### config.mk
export PLATFORM = sky130hd
export DESIGN_NAME = ppu_top
export DESIGN_NICKNAME = d
export VERILOG_FILES = /design/src/rtl/ppu_pkg.sv /design/src/rtl/ppu_top.sv /design/src/rtl/ppu_bus_regs.sv /design/src/rtl/ppu_palette_ram.sv /design/src/rtl/ppu_bg_fetch.sv /design/src/rtl/ppu_scroll_regs.sv /design/src/rtl/ppu_raster_timer.sv
export VERILOG_INCLUDE_DIRS = /design/src /design/src/rtl
export SDC_FILE = /design/constraint.sdc
export NUM_CORES = 1
export LEC_CHECK = 0
export BUFFER_PORTS_ARGS = -buffer_cell sky130_fd_sc_hd__buf_2
export CAP_MARGIN = 40
export CORE_MARGIN = 3
export CORE_UTILIZATION = 50
export DETAILED_ROUTE_END_ITERATION = 16
export GPL_TIMING_DRIVEN = 0
export MAX_ROUTING_LAYER = met4
export PLACE_DENSITY = 0.65
export SETUP_SLACK_MARGIN = 0.15
export SKIP_LAST_GASP = 1
export SYNTH_ARGS = -nofsm -noshare
export SYNTH_HDL_FRONTEND = slang
export SYNTH_SLANG_ARGS = --single-unit
### constraint.sdc
create_clock -name clk -period 8.5 [get_ports clk]
set_clock_uncertainty 0.05 [all_clocks]
set_input_delay 0.85 -clock clk [delete_from_list [all_inputs] [get_ports clk]]
set_output_delay 0.85 -clock clk [all_outputs]
set_load 0.01 [all_outputs]
### src/rtl/ppu_settings.svh
// Picture processor settings
// Raster geometry, address and colour widths shared by the RTL
`ifndef PPU_SETTINGS_SVH
`define PPU_SETTINGS_SVH

// Raster geometry, one clk per pixel
`define PPU_LINE_CYCLES 341   // Cycles per line, counted in 9 bits
`define PPU_FRAME_LINES 262   // Lines per frame
`define PPU_VBLANK_LINE 241   // First vblank line
`define PPU_PRE_LINE    261   // Pre-render line
`define PPU_VISIBLE_W   256   // Visible pixels per line
`define PPU_FETCH_END   336   // End of the prefetch window for the next line

// Widths and depths
`define PPU_VADDR_W     15    // Scroll / VRAM address register
`define PPU_PAL_DEPTH   32    // Palette entries
`define PPU_COLOR_W     6     // Colour index out of the palette

`endif
### src/rtl/ppu_pkg.sv
// Picture processor types
// Register names and the packed bundles passed between blocks
package ppu_pkg;

  // CPU register index, as seen on wb_adr
  typedef enum logic [2:0] {
    reg_ctrl     = 3'd0,
    reg_mask     = 3'd1,
    reg_status   = 3'd2,
    reg_oam_addr = 3'd3,
    reg_oam_data = 3'd4,
    reg_scroll   = 3'd5,
    reg_addr     = 3'd6,
    reg_data     = 3'd7
  } reg_addr_e;

  // Scroll / VRAM address layout, yyy NN YYYYY XXXXX
  typedef struct packed {
    logic [2:0] fine_y;
    logic       nt_y;
    logic       nt_x;
    logic [4:0] coarse_y;
    logic [4:0] coarse_x;
  } scroll_addr_t;

  typedef struct packed {
    logic       nmi_enable;  // NMI at vblank start
    logic       slave;
    logic       obj_size;
    logic       bg_patt;     // Background pattern table select
    logic       obj_patt;
    logic       incr32;      // Data port steps by 32
    logic [1:0] nt_sel;      // Base name table
  } ppu_ctrl_t;

  typedef struct packed {
    logic [2:0] intensity;
    logic       obj_enable;
    logic       bg_enable;
    logic       obj_clip;
    logic       bg_clip;     // 1 shows background in the left 8 pixels
    logic       grayscale;
  } ppu_mask_t;

  typedef struct packed {
    logic [8:0] scanline;
    logic [8:0] cycle;
    logic       in_vblank;
    logic       pre_render;
    logic       entering_vblank;  // Last cycle of line 240
    logic       exiting_vblank;   // Last cycle of line 260
  } raster_t;

  // One acknowledged CPU access; all zero reads as a harmless ctrl read
  typedef struct packed {
    reg_addr_e  addr;
    logic [7:0] data;
    logic       is_write;
  } cpu_access_t;

endpackage

### src/rtl/ppu_top.sv
// Picture processor top level, background path only
// Raster timer, scroll registers, background fetch, palette and CPU registers
`timescale 1ns/1ps
`include "ppu_settings.svh"

module ppu_top (
  input  logic                    clk,
  input  logic                    reset,
  input  logic                    wb_cyc,
  input  logic                    wb_stb,
  input  logic                    wb_we,
  input  logic [2:0]              wb_adr,
  input  logic [7:0]              wb_dat_w,
  output logic [7:0]              wb_dat_r,
  output logic                    wb_ack,
  output logic [13:0]             vram_a,
  input  logic [7:0]              vram_din,
  output logic [7:0]              vram_dout,
  output logic                    vram_r,
  output logic                    vram_w,
  output logic [`PPU_COLOR_W-1:0] color,
  output logic                    nmi,
  output logic [8:0]              scanline,
  output logic [8:0]              cycle
);

  ppu_pkg::raster_t      raster;
  ppu_pkg::cpu_access_t  access;
  ppu_pkg::scroll_addr_t vaddr;
  ppu_pkg::ppu_ctrl_t    ctrl;
  ppu_pkg::ppu_mask_t    mask;
  logic                  rendering;
  logic [2:0]            fine_x;
  logic [3:0]            pixel;
  logic [4:0]            pal_addr;
  logic                  pal_write;

  // Pixel while drawing, else the data port when it points at the palette
  assign pal_addr = rendering              ? {1'b0, pixel} :
                    (vaddr[13:8] == 6'h3F) ? vaddr[4:0]    : 5'd0;

  ppu_raster_timer raster_timer_i (
    .clk       (clk),
    .reset     (reset),
    .bg_enable (mask.bg_enable),
    .raster    (raster),
    .rendering (rendering)
  );

  ppu_scroll_regs scroll_regs_i (
    .clk       (clk),
    .reset     (reset),
    .raster    (raster),
    .rendering (rendering),
    .access    (access),
    .vaddr     (vaddr),
    .fine_x    (fine_x)
  );

  ppu_bg_fetch bg_fetch_i (
    .clk       (clk),
    .reset     (reset),
    .raster    (raster),
    .rendering (rendering),
    .vaddr     (vaddr),
    .fine_x    (fine_x),
    .bg_patt   (ctrl.bg_patt),
    .bg_clip   (mask.bg_clip),
    .bg_enable (mask.bg_enable),
    .vram_din  (vram_din),
    .vram_a    (vram_a),
    .pixel     (pixel)
  );

  ppu_palette_ram palette_ram_i (
    .clk       (clk),
    .addr      (pal_addr),
    .din       (vram_dout[`PPU_COLOR_W-1:0]),
    .write     (pal_write),
    .grayscale (mask.grayscale),
    .color     (color)
  );

  ppu_bus_regs bus_regs_i (
    .clk       (clk),
    .reset     (reset),
    .wb_cyc    (wb_cyc),
    .wb_stb    (wb_stb),
    .wb_we     (wb_we),
    .wb_adr    (wb_adr),
    .wb_dat_w  (wb_dat_w),
    .wb_dat_r  (wb_dat_r),
    .wb_ack    (wb_ack),
    .raster    (raster),
    .rendering (rendering),
    .vaddr     (vaddr),
    .color     (color),
    .vram_din  (vram_din),
    .ctrl      (ctrl),
    .mask      (mask),
    .access    (access),
    .pal_write (pal_write),
    .vram_r    (vram_r),
    .vram_w    (vram_w),
    .vram_dout (vram_dout),
    .nmi       (nmi)
  );

  assign scanline = raster.scanline;
  assign cycle    = raster.cycle;

endmodule

### src/rtl/ppu_bus_regs.sv
// CPU register file
// Wishbone slave with control, mask, status, NMI and the VRAM data port
`timescale 1ns/1ps
`include "ppu_settings.svh"

module ppu_bus_regs (
  input  logic                    clk,
  input  logic                    reset,
  input  logic                    wb_cyc,
  input  logic                    wb_stb,
  input  logic                    wb_we,
  input  logic [2:0]              wb_adr,
  input  logic [7:0]              wb_dat_w,
  output logic [7:0]              wb_dat_r,
  output logic                    wb_ack,
  input  ppu_pkg::raster_t        raster,
  input  logic                    rendering,
  input  ppu_pkg::scroll_addr_t   vaddr,
  input  logic [`PPU_COLOR_W-1:0] color,
  input  logic [7:0]              vram_din,
  output ppu_pkg::ppu_ctrl_t      ctrl,
  output ppu_pkg::ppu_mask_t      mask,
  output ppu_pkg::cpu_access_t    access,
  output logic                    pal_write,
  output logic                    vram_r,
  output logic                    vram_w,
  output logic [7:0]              vram_dout,
  output logic                    nmi
);

  ppu_pkg::reg_addr_e reg_sel;
  logic               vbl_flag;     // Status bit 7
  logic               rd_pending;   // VRAM byte arrives one cycle after vram_r
  logic [7:0]         rd_buf;
  logic               is_pal;
  logic               data_wr;
  logic               status_rd;

  assign reg_sel   = ppu_pkg::reg_addr_e'(wb_adr);
  assign is_pal    = (vaddr[13:8] == 6'h3F);
  assign data_wr   = wb_ack && wb_we && (reg_sel == ppu_pkg::reg_data);
  assign status_rd = wb_ack && !wb_we && (reg_sel == ppu_pkg::reg_status);

  // Broadcast only in the ack cycle
  always_comb begin
    access = '0;
    if (wb_ack) begin
      access.addr     = reg_sel;
      access.data     = wb_dat_w;
      access.is_write = wb_we;
    end
  end

  always_ff @(posedge clk) begin
    if (reset) begin
      wb_ack     <= 1'b0;
      ctrl       <= '0;
      mask       <= '0;
      vbl_flag   <= 1'b1;
      rd_pending <= 1'b0;
    end else begin
      wb_ack     <= wb_cyc && wb_stb && !wb_ack;  // One wait state, one-cycle ack
      rd_pending <= vram_r;
      if (wb_ack && wb_we && reg_sel == ppu_pkg::reg_ctrl) begin
        ctrl.nmi_enable <= wb_dat_w[7];
        ctrl.bg_patt    <= wb_dat_w[4];
        ctrl.incr32     <= wb_dat_w[2];
        ctrl.nt_sel     <= wb_dat_w[1:0];
      end
      if (wb_ack && wb_we && reg_sel == ppu_pkg::reg_mask) begin
        mask.bg_enable <= wb_dat_w[3];
        mask.bg_clip   <= wb_dat_w[1];
        mask.grayscale <= wb_dat_w[0];
      end
      if (raster.entering_vblank) vbl_flag <= 1'b1;
      if (raster.exiting_vblank || status_rd) vbl_flag <= 1'b0;  // Read wins
    end
  end

  always_ff @(posedge clk) begin
    if (rd_pending) rd_buf <= vram_din;
  end

  assign nmi       = vbl_flag && ctrl.nmi_enable;
  assign vram_w    = data_wr && !is_pal && !rendering;
  assign vram_r    = wb_ack && !wb_we && (reg_sel == ppu_pkg::reg_data);
  assign vram_dout = wb_dat_w;
  assign pal_write = data_wr && is_pal && !rendering;

  always_comb begin
    case (reg_sel)
      ppu_pkg::reg_status: wb_dat_r = {vbl_flag, 7'b0000000};  // No sprite flags
      ppu_pkg::reg_data:   wb_dat_r = is_pal ? {2'b00, color} : rd_buf;
      default:             wb_dat_r = 8'h00;
    endcase
  end

endmodule

### src/rtl/ppu_palette_ram.sv
// Palette RAM
// 32 colour entries, backdrop mirroring and grayscale masking
`timescale 1ns/1ps
`include "ppu_settings.svh"

module ppu_palette_ram (
  input  logic                    clk,
  input  logic [4:0]              addr,
  input  logic [`PPU_COLOR_W-1:0] din,
  input  logic                    write,
  input  logic                    grayscale,
  output logic [`PPU_COLOR_W-1:0] color
);

  logic [`PPU_COLOR_W-1:0] mem [`PPU_PAL_DEPTH];
  logic [4:0]              eff_addr;
  logic [`PPU_COLOR_W-1:0] raw;
  logic                    wr_ok;

  // Every entry with low bits 00 reads the backdrop
  assign eff_addr = (addr[1:0] == 2'b00) ? 5'd0 : addr;
  // Entries 4, 8, 12 and mirrors ignore writes, 0 and 16 land on the backdrop
  assign wr_ok    = (addr[1:0] != 2'b00) || (addr[3:2] == 2'b00);

  always_ff @(posedge clk) begin
    if (write && wr_ok) mem[eff_addr] <= din;
  end

  assign raw   = mem[eff_addr];
  assign color = grayscale ? {raw[5:4], 4'b0000} : raw;  // Keep luma only

endmodule

### src/rtl/ppu_bg_fetch.sv
// Background fetch
// Name, attribute and pattern fetches every 8 cycles into the pixel shift pipes
`timescale 1ns/1ps
`include "ppu_settings.svh"

module ppu_bg_fetch (
  input  logic                  clk,
  input  logic                  reset,
  input  ppu_pkg::raster_t      raster,
  input  logic                  rendering,
  input  ppu_pkg::scroll_addr_t vaddr,
  input  logic [2:0]            fine_x,
  input  logic                  bg_patt,
  input  logic                  bg_clip,
  input  logic                  bg_enable,
  input  logic [7:0]            vram_din,
  output logic [13:0]           vram_a,
  output logic [3:0]            pixel
);

  logic [7:0]  name_q;      // Tile index
  logic [1:0]  attr_q;      // Palette bits for the tile
  logic [7:0]  patt_lo_q;   // Plane 0, plane 1 comes straight off the bus
  logic [15:0] pat_lo;
  logic [15:0] pat_hi;
  logic [8:0]  at_lo;
  logic [8:0]  at_hi;
  logic [2:0]  phase;
  logic        shift_en;
  logic        load;
  logic [3:0]  pat_idx;
  logic [3:0]  at_idx;
  logic        show_lo;

  assign phase    = raster.cycle[2:0];
  assign shift_en = rendering && (raster.cycle < 9'(`PPU_FETCH_END));
  assign load     = shift_en && (phase == 3'd7);

  always_comb begin
    if (!rendering) begin
      vram_a = vaddr[13:0];  // CPU data port
    end else begin
      case (phase[2:1])
        2'd0: vram_a = {2'b10, vaddr[11:0]};
        2'd1: vram_a = {2'b10, vaddr.nt_y, vaddr.nt_x, 4'b1111,
                        vaddr.coarse_y[4:2], vaddr.coarse_x[4:2]};
        default: vram_a = {1'b0, bg_patt, name_q, phase[1], vaddr.fine_y};
      endcase
    end
  end

  always_ff @(posedge clk) begin
    if (reset) begin
      name_q    <= '0;
      attr_q    <= '0;
      patt_lo_q <= '0;
      pat_lo    <= '0;
      pat_hi    <= '0;
      at_lo     <= '0;
      at_hi     <= '0;
    end else if (rendering) begin
      case (phase)
        3'd1: name_q <= vram_din;
        // Quadrant from bit 1 of coarse X and coarse Y
        3'd3: attr_q <= vram_din[{vaddr.coarse_y[1], vaddr.coarse_x[1], 1'b0} +: 2];
        3'd5: patt_lo_q <= vram_din;
        default: ;
      endcase
      if (shift_en) begin
        // Pipes shift toward the MSB, new tile enters at the bottom
        pat_lo <= load ? {pat_lo[14:7], patt_lo_q} : {pat_lo[14:0], 1'b0};
        pat_hi <= load ? {pat_hi[14:7], vram_din} : {pat_hi[14:0], 1'b0};
        at_lo  <= {at_lo[7:0], load ? attr_q[0] : at_lo[0]};
        at_hi  <= {at_hi[7:0], load ? attr_q[1] : at_hi[0]};
      end
    end
  end

  assign pat_idx = 4'd15 - {1'b0, fine_x};
  assign at_idx  = 4'd8 - {1'b0, fine_x};
  // Left 8 pixels blank unless clipping is off
  assign show_lo = bg_enable && (bg_clip || raster.cycle[7:3] != 5'd0);
  assign pixel   = {at_hi[at_idx], at_lo[at_idx],
                    show_lo ? {pat_hi[pat_idx], pat_lo[pat_idx]} : 2'b00};

endmodule

### src/rtl/ppu_scroll_regs.sv
// Scroll registers
// Temporary and current VRAM address, fine X and the shared write latch
`timescale 1ns/1ps
`include "ppu_settings.svh"

module ppu_scroll_regs (
  input  logic                  clk,
  input  logic                  reset,
  input  ppu_pkg::raster_t      raster,
  input  logic                  rendering,
  input  ppu_pkg::cpu_access_t  access,
  output ppu_pkg::scroll_addr_t vaddr,
  output logic [2:0]            fine_x
);

  ppu_pkg::scroll_addr_t    v;       // Current address
  ppu_pkg::scroll_addr_t    t;       // Temporary address
  logic                     incr32;
  logic                     latch;   // 0 = first write, 1 = second write
  logic [`PPU_VADDR_W-1:0]  step;
  logic [8:0]               cyc;
  logic                     coarse_x_tick;
  logic                     data_access;

  assign cyc  = raster.cycle;
  assign step = incr32 ? `PPU_VADDR_W'(32) : `PPU_VADDR_W'(1);
  // Right after each attribute fetch, in the visible and prefetch windows
  assign coarse_x_tick = (cyc[2:0] == 3'd3) &&
                         (cyc < 9'(`PPU_VISIBLE_W) ||
                          (cyc >= 9'd320 && cyc < 9'(`PPU_FETCH_END)));
  assign data_access = (access.addr == ppu_pkg::reg_data) && !rendering;

  always_ff @(posedge clk) begin
    if (reset) begin
      v      <= '0;
      t      <= '0;
      fine_x <= '0;
      incr32 <= 1'b0;
      latch  <= 1'b0;
    end else begin
      if (rendering) begin
        if (coarse_x_tick) begin
          v.coarse_x <= v.coarse_x + 5'd1;
          if (v.coarse_x == 5'd31) v.nt_x <= !v.nt_x;  // Next name table across
        end
        if (cyc == 9'd251) begin
          v.fine_y <= v.fine_y + 3'd1;
          if (v.fine_y == 3'd7) begin
            if (v.coarse_y == 5'd29) begin  // Last tile row, flip vertical table
              v.coarse_y <= 5'd0;
              v.nt_y     <= !v.nt_y;
            end else begin
              v.coarse_y <= v.coarse_y + 5'd1;
            end
          end
        end
        if (cyc == 9'(`PPU_VISIBLE_W)) begin  // Horizontal reload
          v.nt_x     <= t.nt_x;
          v.coarse_x <= t.coarse_x;
        end
        if (cyc == 9'd304 && raster.pre_render) v <= t;
      end

      // CPU side, later assignments win over the rendering updates
      if (access.is_write) begin
        case (access.addr)
          ppu_pkg::reg_ctrl: begin
            t.nt_x <= access.data[0];
            t.nt_y <= access.data[1];
            incr32 <= access.data[2];
          end
          ppu_pkg::reg_scroll: begin
            if (!latch) begin
              t.coarse_x <= access.data[7:3];
              fine_x     <= access.data[2:0];
            end else begin
              t.coarse_y <= access.data[7:3];
              t.fine_y   <= access.data[2:0];
            end
            latch <= !latch;
          end
          ppu_pkg::reg_addr: begin
            if (!latch) begin
              t[13:8] <= access.data[5:0];  // High byte, bit 14 forced low
              t[14]   <= 1'b0;
            end else begin
              t[7:0] <= access.data;
              v      <= ppu_pkg::scroll_addr_t'({t[14:8], access.data});
            end
            latch <= !latch;
          end
          default: ;
        endcase
      end else if (access.addr == ppu_pkg::reg_status) begin
        latch <= 1'b0;
      end
      if (data_access) v <= ppu_pkg::scroll_addr_t'(v + step);
    end
  end

  assign vaddr = v;

endmodule

### src/rtl/ppu_raster_timer.sv
// Raster timer
// Cycle and scanline counters, vblank window and rendering flag
`timescale 1ns/1ps
`include "ppu_settings.svh"

module ppu_raster_timer (
  input  logic              clk,
  input  logic              reset,
  input  logic              bg_enable,
  output ppu_pkg::raster_t  raster,
  output logic              rendering
);

  logic [8:0] cycle;
  logic [8:0] scanline;
  logic       in_vblank;
  logic       odd_frame;    // Toggles once per frame at vblank exit
  logic       pre_render;
  logic [8:0] last_cycle;
  logic       end_of_line;
  logic       entering;
  logic       exiting;

  assign pre_render = (scanline == 9'(`PPU_PRE_LINE));
  // Line 240 is idle even with the background on
  assign rendering  = bg_enable && !in_vblank && (scanline != 9'(`PPU_VBLANK_LINE - 1));

  // Pre-render line drops its last cycle on every second frame
  assign last_cycle  = (pre_render && odd_frame && rendering) ? 9'(`PPU_LINE_CYCLES - 2)
                                                               : 9'(`PPU_LINE_CYCLES - 1);
  assign end_of_line = (cycle == last_cycle);
  assign entering    = end_of_line && (scanline == 9'(`PPU_VBLANK_LINE - 1));
  assign exiting     = end_of_line && (scanline == 9'(`PPU_PRE_LINE - 1));

  always_ff @(posedge clk) begin
    if (reset) begin
      cycle     <= '0;
      scanline  <= '0;
      in_vblank <= 1'b1;
      odd_frame <= 1'b0;
    end else begin
      cycle <= end_of_line ? 9'd0 : cycle + 9'd1;
      if (end_of_line) begin
        // Wrap from the pre-render line back to line 0
        scanline <= (scanline == 9'(`PPU_FRAME_LINES - 1)) ? 9'd0 : scanline + 9'd1;
      end
      if (entering) begin
        in_vblank <= 1'b1;
      end else if (exiting) begin
        in_vblank <= 1'b0;
      end
      if (exiting) odd_frame <= !odd_frame;
    end
  end

  assign raster.scanline        = scanline;
  assign raster.cycle           = cycle;
  assign raster.in_vblank       = in_vblank;
  assign raster.pre_render      = pre_render;
  assign raster.entering_vblank = entering;
  assign raster.exiting_vblank  = exiting;

endmodule

==> results of run 1 <==
==> layer usage <==
layer,share of wire [%],vias up,GRT usage [%]
li1,-,5262,-
met1,43,5516,39.4
met2,46,521,46.0
met3,7.2,107,3.93
met4,3.7,0,9.43
met5,0,-,-
==> power by group <==
part           internal, mW  switching, mW  leakage [nW]  total [mW]
Sequential             1.50        0.00397          2.51        1.50
Combinational        0.0245         0.0675          2.54      0.0920
Clock                 0.795          0.560         0.497        1.35
==> cell families (layout without fill, tap and decap cells) <==
kind of cell    count (synthesis)  after routing  synth area share [%]
fa+ha+maj                      18             18                  1.62
mux                            76             76                  6.51
buf+inv                       125            270                  4.06
xor+xnor                       27             27                  1.70
other cells                     1              4                0.0269
simple gates                  488            488                  16.1
compound gates                322            322                  16.1
flops                         293            293                  53.8
==> critical path, delay by kind of cell, from the launching register on <==
| kind | cells | cell delay (ps) |
|---|---|---|
| AO/OA/AOI/OAI | 5 | 1880 |
| adder cells (fa/ha/maj) | 1 | 210 |
| buffers and inverters | 3 | 930 |
| flip-flops | 1 | 350 |
| AND/OR/NAND/NOR | 3 | 740 |
==> how the worst max path moves through the flow <==
| stage | slack (ps) | end |
|---|---|---|
| 2_1_floorplan | 4760 | wb_dat_r[5] |
| 3_3_place_gp | 3570 | wb_dat_r[3] |
| 3_5_place_dp | 3590 | wb_dat_r[3] |
| 4_1_cts | 2980 | wb_dat_r[3] |
| 5_1_grt | 2840 | wb_dat_r[3] |
| 6_report | 2940 | wb_dat_r[2] |
==> layout make-up <==
cell class	instances	area, µm²	area share, %
tap	372	465	2.93
inverter	22	82.6	0.520
multi-input combinational	935	5880	37.0
sequential	293	7490	47.2
clock buffer	51	995	6.26
timing repair buffer	88	453	2.85
buffer	103	483	3.04
clock inverter	6	36.3	0.229
==> registers in the layout, summed over array words and instances (netlist names), 9 cells and up <==
register,flops
raster_timer_i.cycle,9
palette_ram_i.mem,154
bg_fetch_i.pat_hi,16
raster_timer_i.scanline,9
scroll_regs_i.vaddr,15
bg_fetch_i.at_hi,9
bg_fetch_i.pat_lo,16
bg_fetch_i.at_lo,9
scroll_regs_i.t,15
==> stage by stage <==
| step | util [%] | area [µm²] | instances |
|---|---|---|---|
| floorplan | - | 13900 | 1353 |
| global placement | 54.4 | 14800 | 1805 |
| detailed placement | 54.6 | 14800 | 1812 |
| CTS | 58.4 | 15900 | 1869 |
| global route | 58.4 | 15900 | 1870 |
| finish | 58.4 | 15900 | 1870 |
==> placed cells by master, fill, tap and decap left out, types with 8 or more instances in the layout <==
cell                        count
sky130_fd_sc_hd__xnor2_1       15
sky130_fd_sc_hd__buf_2         96
sky130_fd_sc_hd__a211oi_1      52
sky130_fd_sc_hd__ha_1          18
sky130_fd_sc_hd__clkbuf_8       8
sky130_fd_sc_hd__inv_1         22
sky130_fd_sc_hd__edfxtp_1     162
sky130_fd_sc_hd__a22oi_1       10
sky130_fd_sc_hd__o221ai_1       8
sky130_fd_sc_hd__o211ai_1       9
sky130_fd_sc_hd__a31oi_1       11
sky130_fd_sc_hd__xor2_1        12
sky130_fd_sc_hd__dfxtp_1      131
sky130_fd_sc_hd__nor2_1       143
sky130_fd_sc_hd__o21ai_0       40
sky130_fd_sc_hd__a21oi_1       91
sky130_fd_sc_hd__o22ai_1        9
sky130_fd_sc_hd__nand4_1       14
sky130_fd_sc_hd__and3_1        35
sky130_fd_sc_hd__nor3_1        34
sky130_fd_sc_hd__a21boi_0       8
sky130_fd_sc_hd__clkbuf_1      81
sky130_fd_sc_hd__nand2_1      169
sky130_fd_sc_hd__nand3_1       43
sky130_fd_sc_hd__clkbuf_16     34
sky130_fd_sc_hd__mux2i_1       59
sky130_fd_sc_hd__a221oi_1       9
sky130_fd_sc_hd__a311oi_1      12
sky130_fd_sc_hd__buf_4         12
==> impl_summary.txt, run 1 <==
----------------------------------------------------
[Status]
  Status ... finished clean

[Logic synthesis]
  Synthesized area divided by synthesized cell count ... 10.3 µm²
  Proportion of register bits with asynchronous set or reset after synthesis ... 0%
  Total of warnings raised by yosys ... 0
  Most instantiated flip-flop cell in the synthesis netlist ... sky130_fd_sc_hd__edfxtp_1
  Largest cells by area after synthesis ... sky130_fd_sc_hd__edfxtp_1 35%, sky130_fd_sc_hd__dfxtp_1 19%, sky130_fd_sc_hd__nand2_1 4.6%
  Sequential share of the synthesized area ... 53.8%
  Count of mapped cells out of synthesis ... 1,350
  Ranking of synthesized cells by instance count ... 169 x sky130_fd_sc_hd__nand2_1, 162 x sky130_fd_sc_hd__edfxtp_1, 143 x sky130_fd_sc_hd__nor2_1
  Largest area contributor in the synthesized netlist ... sky130_fd_sc_hd__edfxtp_1
  Proportion of netlist area held by the largest area contributor ... 35.0%
  Unique masters post-synth ... 87
  Number of enable-type register cells in the synthesized netlist ... 162
  Post-synthesis instance area ... 13,900 µm²
  Top-count cell post-synth ... sky130_fd_sc_hd__nand2_1
  Flip-flop and latch count after synthesis ... 293

[Placement]
  # port buffers ... 80
  Final weighted congestion in routability-driven placement ... 0.976
  DP HPWL ... 30.2 mm
  Setup Slack @ Placement ... 3590 ps

[Final layout]
  Number of nets in the layout ... 1,516
  Area delta synth->final ... 14.1%
  Fraction of layout instances using a drive strength above 1 ... 13.7%
  Number of antenna cells inserted ... 0
  Count of filler cells inserted in the layout ... 2,447

[Setup path]
  Worst setup startpoint ... raster_timer_i.scanline[0]
  Setup slack, reg-to-reg ... 4230 ps
  Ordered cell list for the critical path ... inv_1, ha_1, nand4b_1, o41ai_4, nand3_1, nand2_1, clkbuf_1, o21ai_0, a21oi_1, o221ai_1, o31ai_1, buf_2
  Peak per-stage delay on the critical path ... 630 ps
  FF-to-FF End ... palette_ram_i.mem[31][3]
  Worst path slowest cell ... sky130_fd_sc_hd__clkbuf_1
  Kind of capture point of the worst setup path ... output pin
  Worst endpoint required time ... 7600 ps
  Critical path class ... reg2out
  CP startpoint kind ... flop
  Crit path arrival time ... 4660 ps
  Peak fanout along the critical path ... 10
  Worst reg2reg path depth ... 10
  FF-to-FF Start ... raster_timer_i.scanline[0]

[Detailed routing]
  Count of nets left with antenna violations after detail routing ... 0
  Detailed router's first-iteration violation count ... 1,109
  Post-DR vias/cell ... 6.10
  Per-cell routed wire length ... 23.2 µm
  Number of iterations in the first detailed-routing pass ... 5
  Remaining routing DRC violations ... 0
  Vias ... 11,406
  Final Routed Wirelength ... 43.3 mm

[Power]
  Final Power ... 2.95 mW
  Worst VDD drop ... 156 µV
  Static Leak ... 5.56 nW
  Power Dens Cells ... 186 nW/µm²

[Min path]
  Endpoint, Worst Hold ... bg_fetch_i.pat_lo[8]
  Worst Min Path Start ... bg_fetch_i.pat_lo[7]
  Min-Delay Path Depth ... 2
  Hold Crit Class ... reg2reg

[GRT]
  Pin count of the biggest net entering global routing ... 33
  Sum of overflow across all layers after global routing ... 0
  Wire length of the first global-routing pass ... 66.4 mm
  All-Layer GR Usage ... 29.2%
  Antenna violations before repair ... 0
  Via count of the first global-routing pass ... 10,859

[STA]
  Number of hold-slack violations in the final timing report ... 0
  Final setup slack of the worst path ... 2940 ps
  Final worst path period share ... 65.5%
  Setup repair after global routing missed its margin ... false
  Maximum clock rate ... 180 MHz
  Hold WS ... 403 ps
  Tightest Pin Transition ... 960 ps
  Setup violation total in the final timing report ... 0
  Worst relative slew slack ... 36.0%
  Final min period ... 5560 ps
  Total Negative Setup Slacks ... 0 ps
  Final number of max-transition violations ... 0

[Clock network]
  Total clock sinks ... 293
  TritonCTS buffer count ... 31
  Clock transition at the registers of the reported paths ... 60 ps
  Number of levels in the clock H-tree ... 1
  Clock latency on the worst-skew pair ... 560 ps
  Total of cells resized after clock tree synthesis ... 0
  Buffer cell driving the clock tree root ... sky130_fd_sc_hd__clkbuf_16
  Maximum root-to-sink buffer count ... 3
  CTS tree ... built
  # hold bufs at CTS ... 0
  Number of buffers inserted to repair setup after CTS ... 0

[Run]
  Max-cap viol count ... 0

[Floorplanning]
  Effective utilization at floorplan ... 51.2%
  Die X-Extent ... 173 µm
  Die area ... 29,900 µm²
  Floorplan core area ... 27,200 µm²
  Ports ... 82
  Vert. Die Dim ... 173 µm
  Placement row count ... 60

----------------------------------------------------
Note: power is estimated with default switching activity, not from simulation.
==> run 2: changes to the inputs <==
--- a/config.mk
+++ b/config.mk
@@ -13,7 +13,7 @@
 export DETAILED_ROUTE_END_ITERATION = 16
 export GPL_TIMING_DRIVEN = 0
 export MAX_ROUTING_LAYER = met4
-export PLACE_DENSITY = 0.65
+export PLACE_DENSITY = 0.67
 export SETUP_SLACK_MARGIN = 0.15
 export SKIP_LAST_GASP = 1
 export SYNTH_ARGS = -nofsm -noshare
==> constraint.sdc (replaced) <==
create_clock -name clk -period 4.45 [get_ports clk]
set_clock_uncertainty 0.05 [all_clocks]
set_input_delay 0.445 -clock clk [delete_from_list [all_inputs] [get_ports clk]]
set_output_delay 0.445 -clock clk [all_outputs]
set_load 0.01 [all_outputs]
==> run 2 against run 1 <==
Final cell count grew 2.2%. First-iteration DRC count down 3.1%. Die area did not move. Register-to-register slack lost 3600 ps. Via count is 3.2% higher.
==> impl_summary.txt, run 2 (synthesized netlist as in run 1, its figures left out) <==
----------------------------------------------------
[Status]
  Status ... finished clean (unchanged)

[Setup path]
  CP dominant cell by count ... sky130_fd_sc_hd__buf_12
  CP startpoint kind ... flop (unchanged)
  Sum of buffers and inverters on the critical path ... 5 (was 3)
  Crit path arrival time ... 3820 ps (was 4660 ps)
  Critical path class ... reg2out (unchanged)
  Peak per-stage delay on the critical path ... 500 ps (was 630 ps)
  Setup slack, reg-to-reg ... 610 ps (was 4230 ps)
  Ordered cell list for the critical path ... buf_8, mux4_2, mux2_4, and3_1, buf_6, o211ai_4, buf_12, buf_12, o32ai_1, a22oi_1, nand4_1, o31ai_2, buf_2 (was inv_1, ha_1, nand4b_1, o41ai_4, nand3_1, nand2_1, clkbuf_1, o21ai_0, a21oi_1, o221ai_1, o31ai_1, buf_2)
  Peak fanout along the critical path ... 9 (was 10)
  Kind of cell adding the most delay to the critical path ... compound AO/OA/AOI/OAI gates (unchanged)
  Kind of capture point of the worst setup path ... output pin (unchanged)
  Worst endpoint required time ... 3950 ps (was 7600 ps)
  Worst path slowest cell ... sky130_fd_sc_hd__mux4_2 (was sky130_fd_sc_hd__clkbuf_1)

[Final layout]
  Register ranked first by flip-flop count ... palette_ram_i.mem (unchanged)
  Most frequent standard cell in the layout excluding fill and tap cells ... sky130_fd_sc_hd__nand2_1 (unchanged)
  Sequential cell area ... 7500 µm² (was 7490 µm²)
  Area delta synth->final ... 19.5% (was 14.1%)
  Number of nets in the layout ... 1,557 (was 1,516)
  Area of the multi-input gates ... 6160 µm² (was 5880 µm²)
  Fraction of layout instances using a drive strength above 1 ... 19.6% (was 13.7%)
  Count of filler cells inserted in the layout ... 2,301 (was 2,447)
  Number of antenna cells inserted ... 0 (unchanged)
  Commonest non-fill, non-tap cells in the layout ... 166 x sky130_fd_sc_hd__nand2_1, 162 x sky130_fd_sc_hd__edfxtp_1, 142 x sky130_fd_sc_hd__nor2_1 (was 169 x sky130_fd_sc_hd__nand2_1, 162 x sky130_fd_sc_hd__edfxtp_1, 143 x sky130_fd_sc_hd__nor2_1)
  Largest register FFs ... 154 (unchanged)
  Largest registers in the final layout ... palette_ram_i.mem (154), bg_fetch_i.pat_hi (16), bg_fetch_i.pat_lo (16) (unchanged)
  Final Non-Filler Cells ... 1,912 (was 1,870)

[GRT]
  Antenna violations before repair ... 0 (unchanged)
  All-Layer GR Usage ... 29.1% (was 29.2%)
  Sum of overflow across all layers after global routing ... 0 (unchanged)
  Via count of the first global-routing pass ... 11,172 (was 10,859)
  Pin count of the biggest net entering global routing ... 33 (unchanged)
  Wire length of the first global-routing pass ... 66.0 mm (was 66.4 mm)

[Power]
  Net switching fraction of the power ... 21.2% (was 21.4%)
  Final Power ... 5.59 mW (was 2.95 mW)
  Worst VDD drop ... 246 µV (was 156 µV)
  Combinational power share ... 3.2% (was 3.1%)
  Sw power ... 1.19 mW (was 0.631 mW)
  Static Leak ... 5.87 nW (was 5.56 nW)
  Sequential group share of total power ... 51.3% (was 50.9%)
  Internal Dissipation ... 4.41 mW (was 2.32 mW)
  Power Dens Cells ... 336 nW/µm² (was 186 nW/µm²)
  Relative contribution of the clock network to total power ... 45.5% (was 45.9%)

[STA]
  Setup violation total in the final timing report ... 0 (unchanged)
  Maximum clock rate ... 232 MHz
  Tightest Pin Transition ... 959 ps (was 960 ps)
  Final worst path period share ... 97.0%
  Final min period ... 4320 ps
  Setup repair after global routing missed its margin ... true (was false)
  Worst relative slew slack ... 36.0% (about the same)
  Number of hold-slack violations in the final timing report ... 0 (unchanged)
  Final number of max-transition violations ... 0 (unchanged)

[Detailed routing]
  Final Routed Wirelength ... 43.9 mm (was 43.3 mm)
  Remaining routing DRC violations ... 0 (unchanged)
  Detailed router's first-iteration violation count ... 1,075 (was 1,109)
  Post-DR vias/cell ... 6.16 (was 6.10)
  Per-cell routed wire length ... 23.0 µm (was 23.2 µm)
  Count of nets left with antenna violations after detail routing ... 0 (unchanged)
  Number of iterations in the first detailed-routing pass ... 5 (unchanged)
  Vias ... 11,769 (was 11,406)

[Clock network]
  Clock latency on the worst-skew pair ... 560 ps (about the same)
  Buffer cell driving the clock tree root ... sky130_fd_sc_hd__clkbuf_16 (unchanged)
  Clock transition at the registers of the reported paths ... 60 ps (about the same)
  TritonCTS buffer count ... 31 (unchanged)
  CTS tree ... built (unchanged)
  Total clock sinks ... 293 (unchanged)
  Number of levels in the clock H-tree ... 1 (unchanged)
  Maximum root-to-sink buffer count ... 3 (unchanged)

[Placement]
  # port buffers ... 80 (unchanged)
  Number of placed instances, taps included ... 1,814 (was 1,812)
  Final weighted congestion in routability-driven placement ... 0.980 (was 0.976)
  DP HPWL ... 29.9 mm (was 30.2 mm)

[Floorplanning]
  Die X-Extent ... 173 µm (unchanged)
  Ports ... 82 (unchanged)
  Vert. Die Dim ... 173 µm (unchanged)
  Die area ... 29,900 µm² (unchanged)
  Floorplan core area ... 27,200 µm² (unchanged)
  Effective utilization at floorplan ... 51.2% (unchanged)
  Placement row count ... 60 (unchanged)

[Min path]
  Hold Crit Class ... in2reg (was reg2reg)

[Run]
  Max-cap viol count ... 0 (unchanged)

----------------------------------------------------
## run 2: final timing paths
path                            depth (start not counted)                  startpoint                  endpoint
worst min-delay path                                    3                      wb_stb         bus_regs_i.wb_ack
worst max register to register                         12  raster_timer_i.scanline[0]  palette_ram_i.mem[25][2]
worst max-delay path                                   13     scroll_regs_i.fine_x[0]               wb_dat_r[0]
worst min register to register                          2       bg_fetch_i.pat_hi[15]     bg_fetch_i.pat_hi[15]
## run 2: layout make-up
class / instances / share of cell area (%)
multi-input cells: 935 / 37.1
repair buffers: 130 / 4.87
clock inverters: 9 / 0.572
flip-flops and latches: 293 / 45.1
clock buffers: 49 / 5.43
plain buffers: 102 / 3.67
well taps: 372 / 2.80
inverters: 22 / 0.527
## run 2: repair_timing
action                                  4_1_cts  5_1_grt
cloned                                        1        0
hold buffers                                  0        0
setup buffers                                29       11
gates resized for setup                      77       50
pin swaps                                    19       31
endpoints found under the setup margin       20       13
## run 2: routing by layer
layer	GRT usage (%)	part of all wire, %	vias up
li1	-	-	5340
met1	37.5	40	5669
met2	45.1	46	601
met3	4.85	7.9	159
met4	13.8	5.8	0
met5	-	0	-
## run 2: through the flow
stage	hold WS [ps]	util (%)	TNS [ps]	area, µm²	setup slack, ps
after floorplan	381	-	0	13900	1110
after global placement	391	54.4	-36.9	14800	-36.9
after detailed placement	397	54.7	0	14900	2.57
after CTS	41.3	60.3	0	16400	141
after global routing	55.5	61.2	0	16600	68.5
final	55.1	61.2	0	16600	132
## run 2: power groups by stage
stage          sequential, mW  clock, mW  combinational [mW]
6_report                 2.87       2.55               0.181
5_1_grt                  2.87       2.68               0.193
4_1_cts                  2.87       2.57               0.177
3_5_place_dp             2.93          0               0.174
3_3_place_gp             2.93          0               0.171
2_1_floorplan            2.93          0              0.0776
## run 2: worst register-to-register path, cell delays in order (launching register included)
cell and delay (ps):
sky130_fd_sc_hd__dfxtp_4 350, sky130_fd_sc_hd__inv_4 60, sky130_fd_sc_hd__ha_4 130, sky130_fd_sc_hd__nand4b_1 230
sky130_fd_sc_hd__o41a_1 450, sky130_fd_sc_hd__buf_6 160, sky130_fd_sc_hd__clkbuf_1 240, sky130_fd_sc_hd__nor2_1 210
sky130_fd_sc_hd__nand3_1 200, sky130_fd_sc_hd__or2_2 340, sky130_fd_sc_hd__clkbuf_1 240, sky130_fd_sc_hd__nor3_1 600
sky130_fd_sc_hd__buf_2 280
==> run 3: changes to the inputs <==
--- a/config.mk
+++ b/config.mk
@@ -8,12 +8,15 @@
 export LEC_CHECK = 0
 export BUFFER_PORTS_ARGS = -buffer_cell sky130_fd_sc_hd__buf_2
 export CAP_MARGIN = 40
+export CELL_PAD_IN_SITES_DETAIL_PLACEMENT = 1
+export CELL_PAD_IN_SITES_GLOBAL_PLACEMENT = 2
 export CORE_MARGIN = 3
-export CORE_UTILIZATION = 50
+export CORE_UTILIZATION = 36
 export DETAILED_ROUTE_END_ITERATION = 16
+export GPL_ROUTABILITY_DRIVEN = 0
 export GPL_TIMING_DRIVEN = 0
 export MAX_ROUTING_LAYER = met4
-export PLACE_DENSITY = 0.67
+export PLACE_DENSITY = 0.72
 export SETUP_SLACK_MARGIN = 0.15
 export SKIP_LAST_GASP = 1
 export SYNTH_ARGS = -nofsm -noshare
==> run 3 against run 2 <==
Flip-flop and latch count unchanged. Sequential power about the same. Die area up 37%. Hold slack better by 14 ps. Sequential share of layout area down 1.3 points. Critical path type unchanged. Critical endpoint is now wb_dat_r[3]. Largest power group is now clock.
==> impl_summary.txt, run 3 (synthesized netlist as in run 1, its figures left out) <==
----------------------------------------------------
[Status]
  Status ... finished clean (unchanged)

[STA]
  Number of hold-slack violations in the final timing report ... 0 (unchanged)
  Worst relative slew slack ... 33.9% (was 36.0%)
  Final worst path period share ... 95.9% (was 97.0%)
  Setup violation total in the final timing report ... 0 (unchanged)
  Tightest Pin Transition ... 992 ps (was 959 ps)
  Total Negative Setup Slacks ... 0 ps (unchanged)
  Maximum clock rate ... 234 MHz (was 232 MHz)
  Setup repair after global routing missed its margin ... true (unchanged)
  Final number of max-transition violations ... 0 (unchanged)
  Hold WS ... 68.9 ps (was 55.1 ps)
  Final min period ... 4270 ps (was 4320 ps)

[Setup path]
  Critical path class ... reg2out (unchanged)
  CP dominant cell by count ... sky130_fd_sc_hd__buf_6 (was sky130_fd_sc_hd__buf_12)
  Peak per-stage delay on the critical path ... 520 ps (was 500 ps)
  Crit path arrival time ... 3770 ps (was 3820 ps)
  Peak fanout along the critical path ... 7 (was 9)
  Kind of capture point of the worst setup path ... output pin (unchanged)
  CP startpoint kind ... flop (unchanged)
  Ordered cell list for the critical path ... buf_6, mux4_2, mux2_4, and3_4, buf_6, buf_4, o2111a_1, a211oi_1, o211ai_1, o2111ai_4, o21ai_2, buf_2 (was buf_8, mux4_2, mux2_4, and3_1, buf_6, o211ai_4, buf_12, buf_12, o32ai_1, a22oi_1, nand4_1, o31ai_2, buf_2)
  Worst endpoint required time ... 3950 ps (about the same)
  Worst path slowest cell ... sky130_fd_sc_hd__mux4_2 (unchanged)

[Placement]
  Number of placed instances, taps included ... 1,955 (was 1,814)
  # port buffers ... 80 (unchanged)
  DP HPWL ... 35.2 mm (was 29.9 mm)

[Clock network]
  Total clock sinks ... 293 (unchanged)
  TritonCTS buffer count ... 36 (was 31)
  # hold bufs at CTS ... 0 (unchanged)
  Maximum root-to-sink buffer count ... 3 (unchanged)
  Buffer cell driving the clock tree root ... sky130_fd_sc_hd__clkbuf_16 (unchanged)
  Clock transition at the registers of the reported paths ... 60 ps (about the same)
  Number of levels in the clock H-tree ... 2 (was 1)
  Clock latency on the worst-skew pair ... 550 ps (was 560 ps)
  CTS tree ... built (unchanged)

[Min path]
  Hold Crit Class ... in2reg (unchanged)

[GRT]
  Wire length of the first global-routing pass ... 76.8 mm (was 66.0 mm)
  Via count of the first global-routing pass ... 11,964 (was 11,172)
  Pin count of the biggest net entering global routing ... 33 (unchanged)
  All-Layer GR Usage ... 25.4% (was 29.1%)
  Sum of overflow across all layers after global routing ... 0 (unchanged)
  Antenna violations before repair ... 0 (unchanged)

[Detailed routing]
  Remaining routing DRC violations ... 0 (unchanged)
  Detailed router's first-iteration violation count ... 809 (was 1,075)
  Final Routed Wirelength ... 51.1 mm (was 43.9 mm)
  Post-DR vias/cell ... 5.70 (was 6.16)
  Count of nets left with antenna violations after detail routing ... 0 (unchanged)
  Per-cell routed wire length ... 24.7 µm (was 23.0 µm)
  Number of iterations in the first detailed-routing pass ... 7 (was 5)
  Vias ... 11,802 (was 11,769)

[Floorplanning]
  Ports ... 82 (unchanged)
  Die X-Extent ... 203 µm (was 173 µm)
  Placement row count ... 71 (was 60)
  Vert. Die Dim ... 203 µm (was 173 µm)
  Floorplan core area ... 37,800 µm² (was 27,200 µm²)
  Die area ... 41,100 µm² (was 29,900 µm²)
  Effective utilization at floorplan ... 36.8% (was 51.2%)

[Run]
  Max-cap viol count ... 0 (unchanged)

[Power]
  Power Dens Cells ... 349 nW/µm² (was 336 nW/µm²)
  Static Leak ... 6.01 nW (was 5.87 nW)
  Worst VDD drop ... 256 µV (was 246 µV)

[Final layout]
  Final Non-Filler Cells ... 2,070 (was 1,912)
  Fraction of layout instances using a drive strength above 1 ... 21.5% (was 19.6%)
  Utilization of the core after routing ... 45.3% (was 61.2%)
  Number of nets in the layout ... 1,575 (was 1,557)
  Register ranked first by flip-flop count ... palette_ram_i.mem (unchanged)
  Number of antenna cells inserted ... 0 (unchanged)
  Most frequent standard cell in the layout excluding fill and tap cells ... sky130_fd_sc_hd__nand2_1 (unchanged)
  Largest register FFs ... 154 (unchanged)
  Commonest non-fill, non-tap cells in the layout ... 164 x sky130_fd_sc_hd__nand2_1, 162 x sky130_fd_sc_hd__edfxtp_1, 141 x sky130_fd_sc_hd__nor2_1 (was 166 x sky130_fd_sc_hd__nand2_1, 162 x sky130_fd_sc_hd__edfxtp_1, 142 x sky130_fd_sc_hd__nor2_1)
  Area delta synth->final ... 23.2% (was 19.5%)
  Largest registers in the final layout ... palette_ram_i.mem (154), bg_fetch_i.pat_hi (16), bg_fetch_i.pat_lo (16) (unchanged)

----------------------------------------------------
[run 3: cell types whose count changed in the layout (fill, tap and decap cells not counted), moves of 3 or more]
cell                        change
sky130_fd_sc_hd__buf_8          +5
sky130_fd_sc_hd__buf_4         +10
sky130_fd_sc_hd__o21ai_0        -3
sky130_fd_sc_hd__o21ai_1        +3
sky130_fd_sc_hd__o21bai_1       -3
sky130_fd_sc_hd__clkbuf_8       -3
sky130_fd_sc_hd__clkbuf_16      +7
sky130_fd_sc_hd__o21bai_2       +3
sky130_fd_sc_hd__clkbuf_1       -4
[run 3: per-layer routing]
| metal | GRT usage, % | wire length [µm] | vias up |
|---|---|---|---|
| met5 | - | 0 | - |
| met4 | 11.1 | 2540 | 0 |
| met3 | 3.96 | 2720 | 130 |
| met2 | 40.3 | 23900 | 405 |
| met1 | 32.5 | 21900 | 5897 |
| li1 | - | - | 5370 |
[run 3: where the power goes]
group          leakage, nW  switching, mW  internal [mW]
clock                0.569           1.19           1.74
sequential            2.52        0.00805           2.86
combinational         2.92          0.138         0.0499
total                 6.01           1.34           4.65
[run 3: cell type report]
type	count	area [µm²]
fill	4252	20700
sequential	293	7500
multi-input combinational	935	6210
clock buffer	51	1040
timing repair buffer	143	942
tap	511	639
buffer	102	611
clock inverter	13	124
inverter	22	87.6
[run 3: worst paths after layout]
kind	start	end	slack [ps]	cells past startpoint
worst min-delay path	wb_stb	bus_regs_i.wb_ack	70	3
worst max register to register	raster_timer_i.scanline[1]	palette_ram_i.mem[19][1]	770	11
worst max-delay path	scroll_regs_i.fine_x[0]	wb_dat_r[3]	180	12
worst min register to register	bg_fetch_i.pat_lo[15]	bg_fetch_i.pat_lo[15]	410	2
[run 3: repair_timing]
item,CTS,global route
resized for setup,94,46
setup endpoints to repair,38,18
buffers inserted,34,16
pin swaps,22,27
[run 3: stage by stage]
step	cell area, µm²	worst slack, ps	power (mW)
final	17100	180	5.99
after global routing	17100	88.3	6.18
after CTS	16900	75.8	6.05
after global placement	15000	-213	3.11
after floorplan	13900	1110	3.00
after detailed placement	15100	-278	3.11
[run 3: critical path: cells and delay by family (launching register included)]
family                 cells  cell delay (ps)
muxes                      2              860
buffers and inverters      4              590
and+or+nand+nor            1              200
AOI/OAI and AO/OA          5             1230
DFF                        1              340
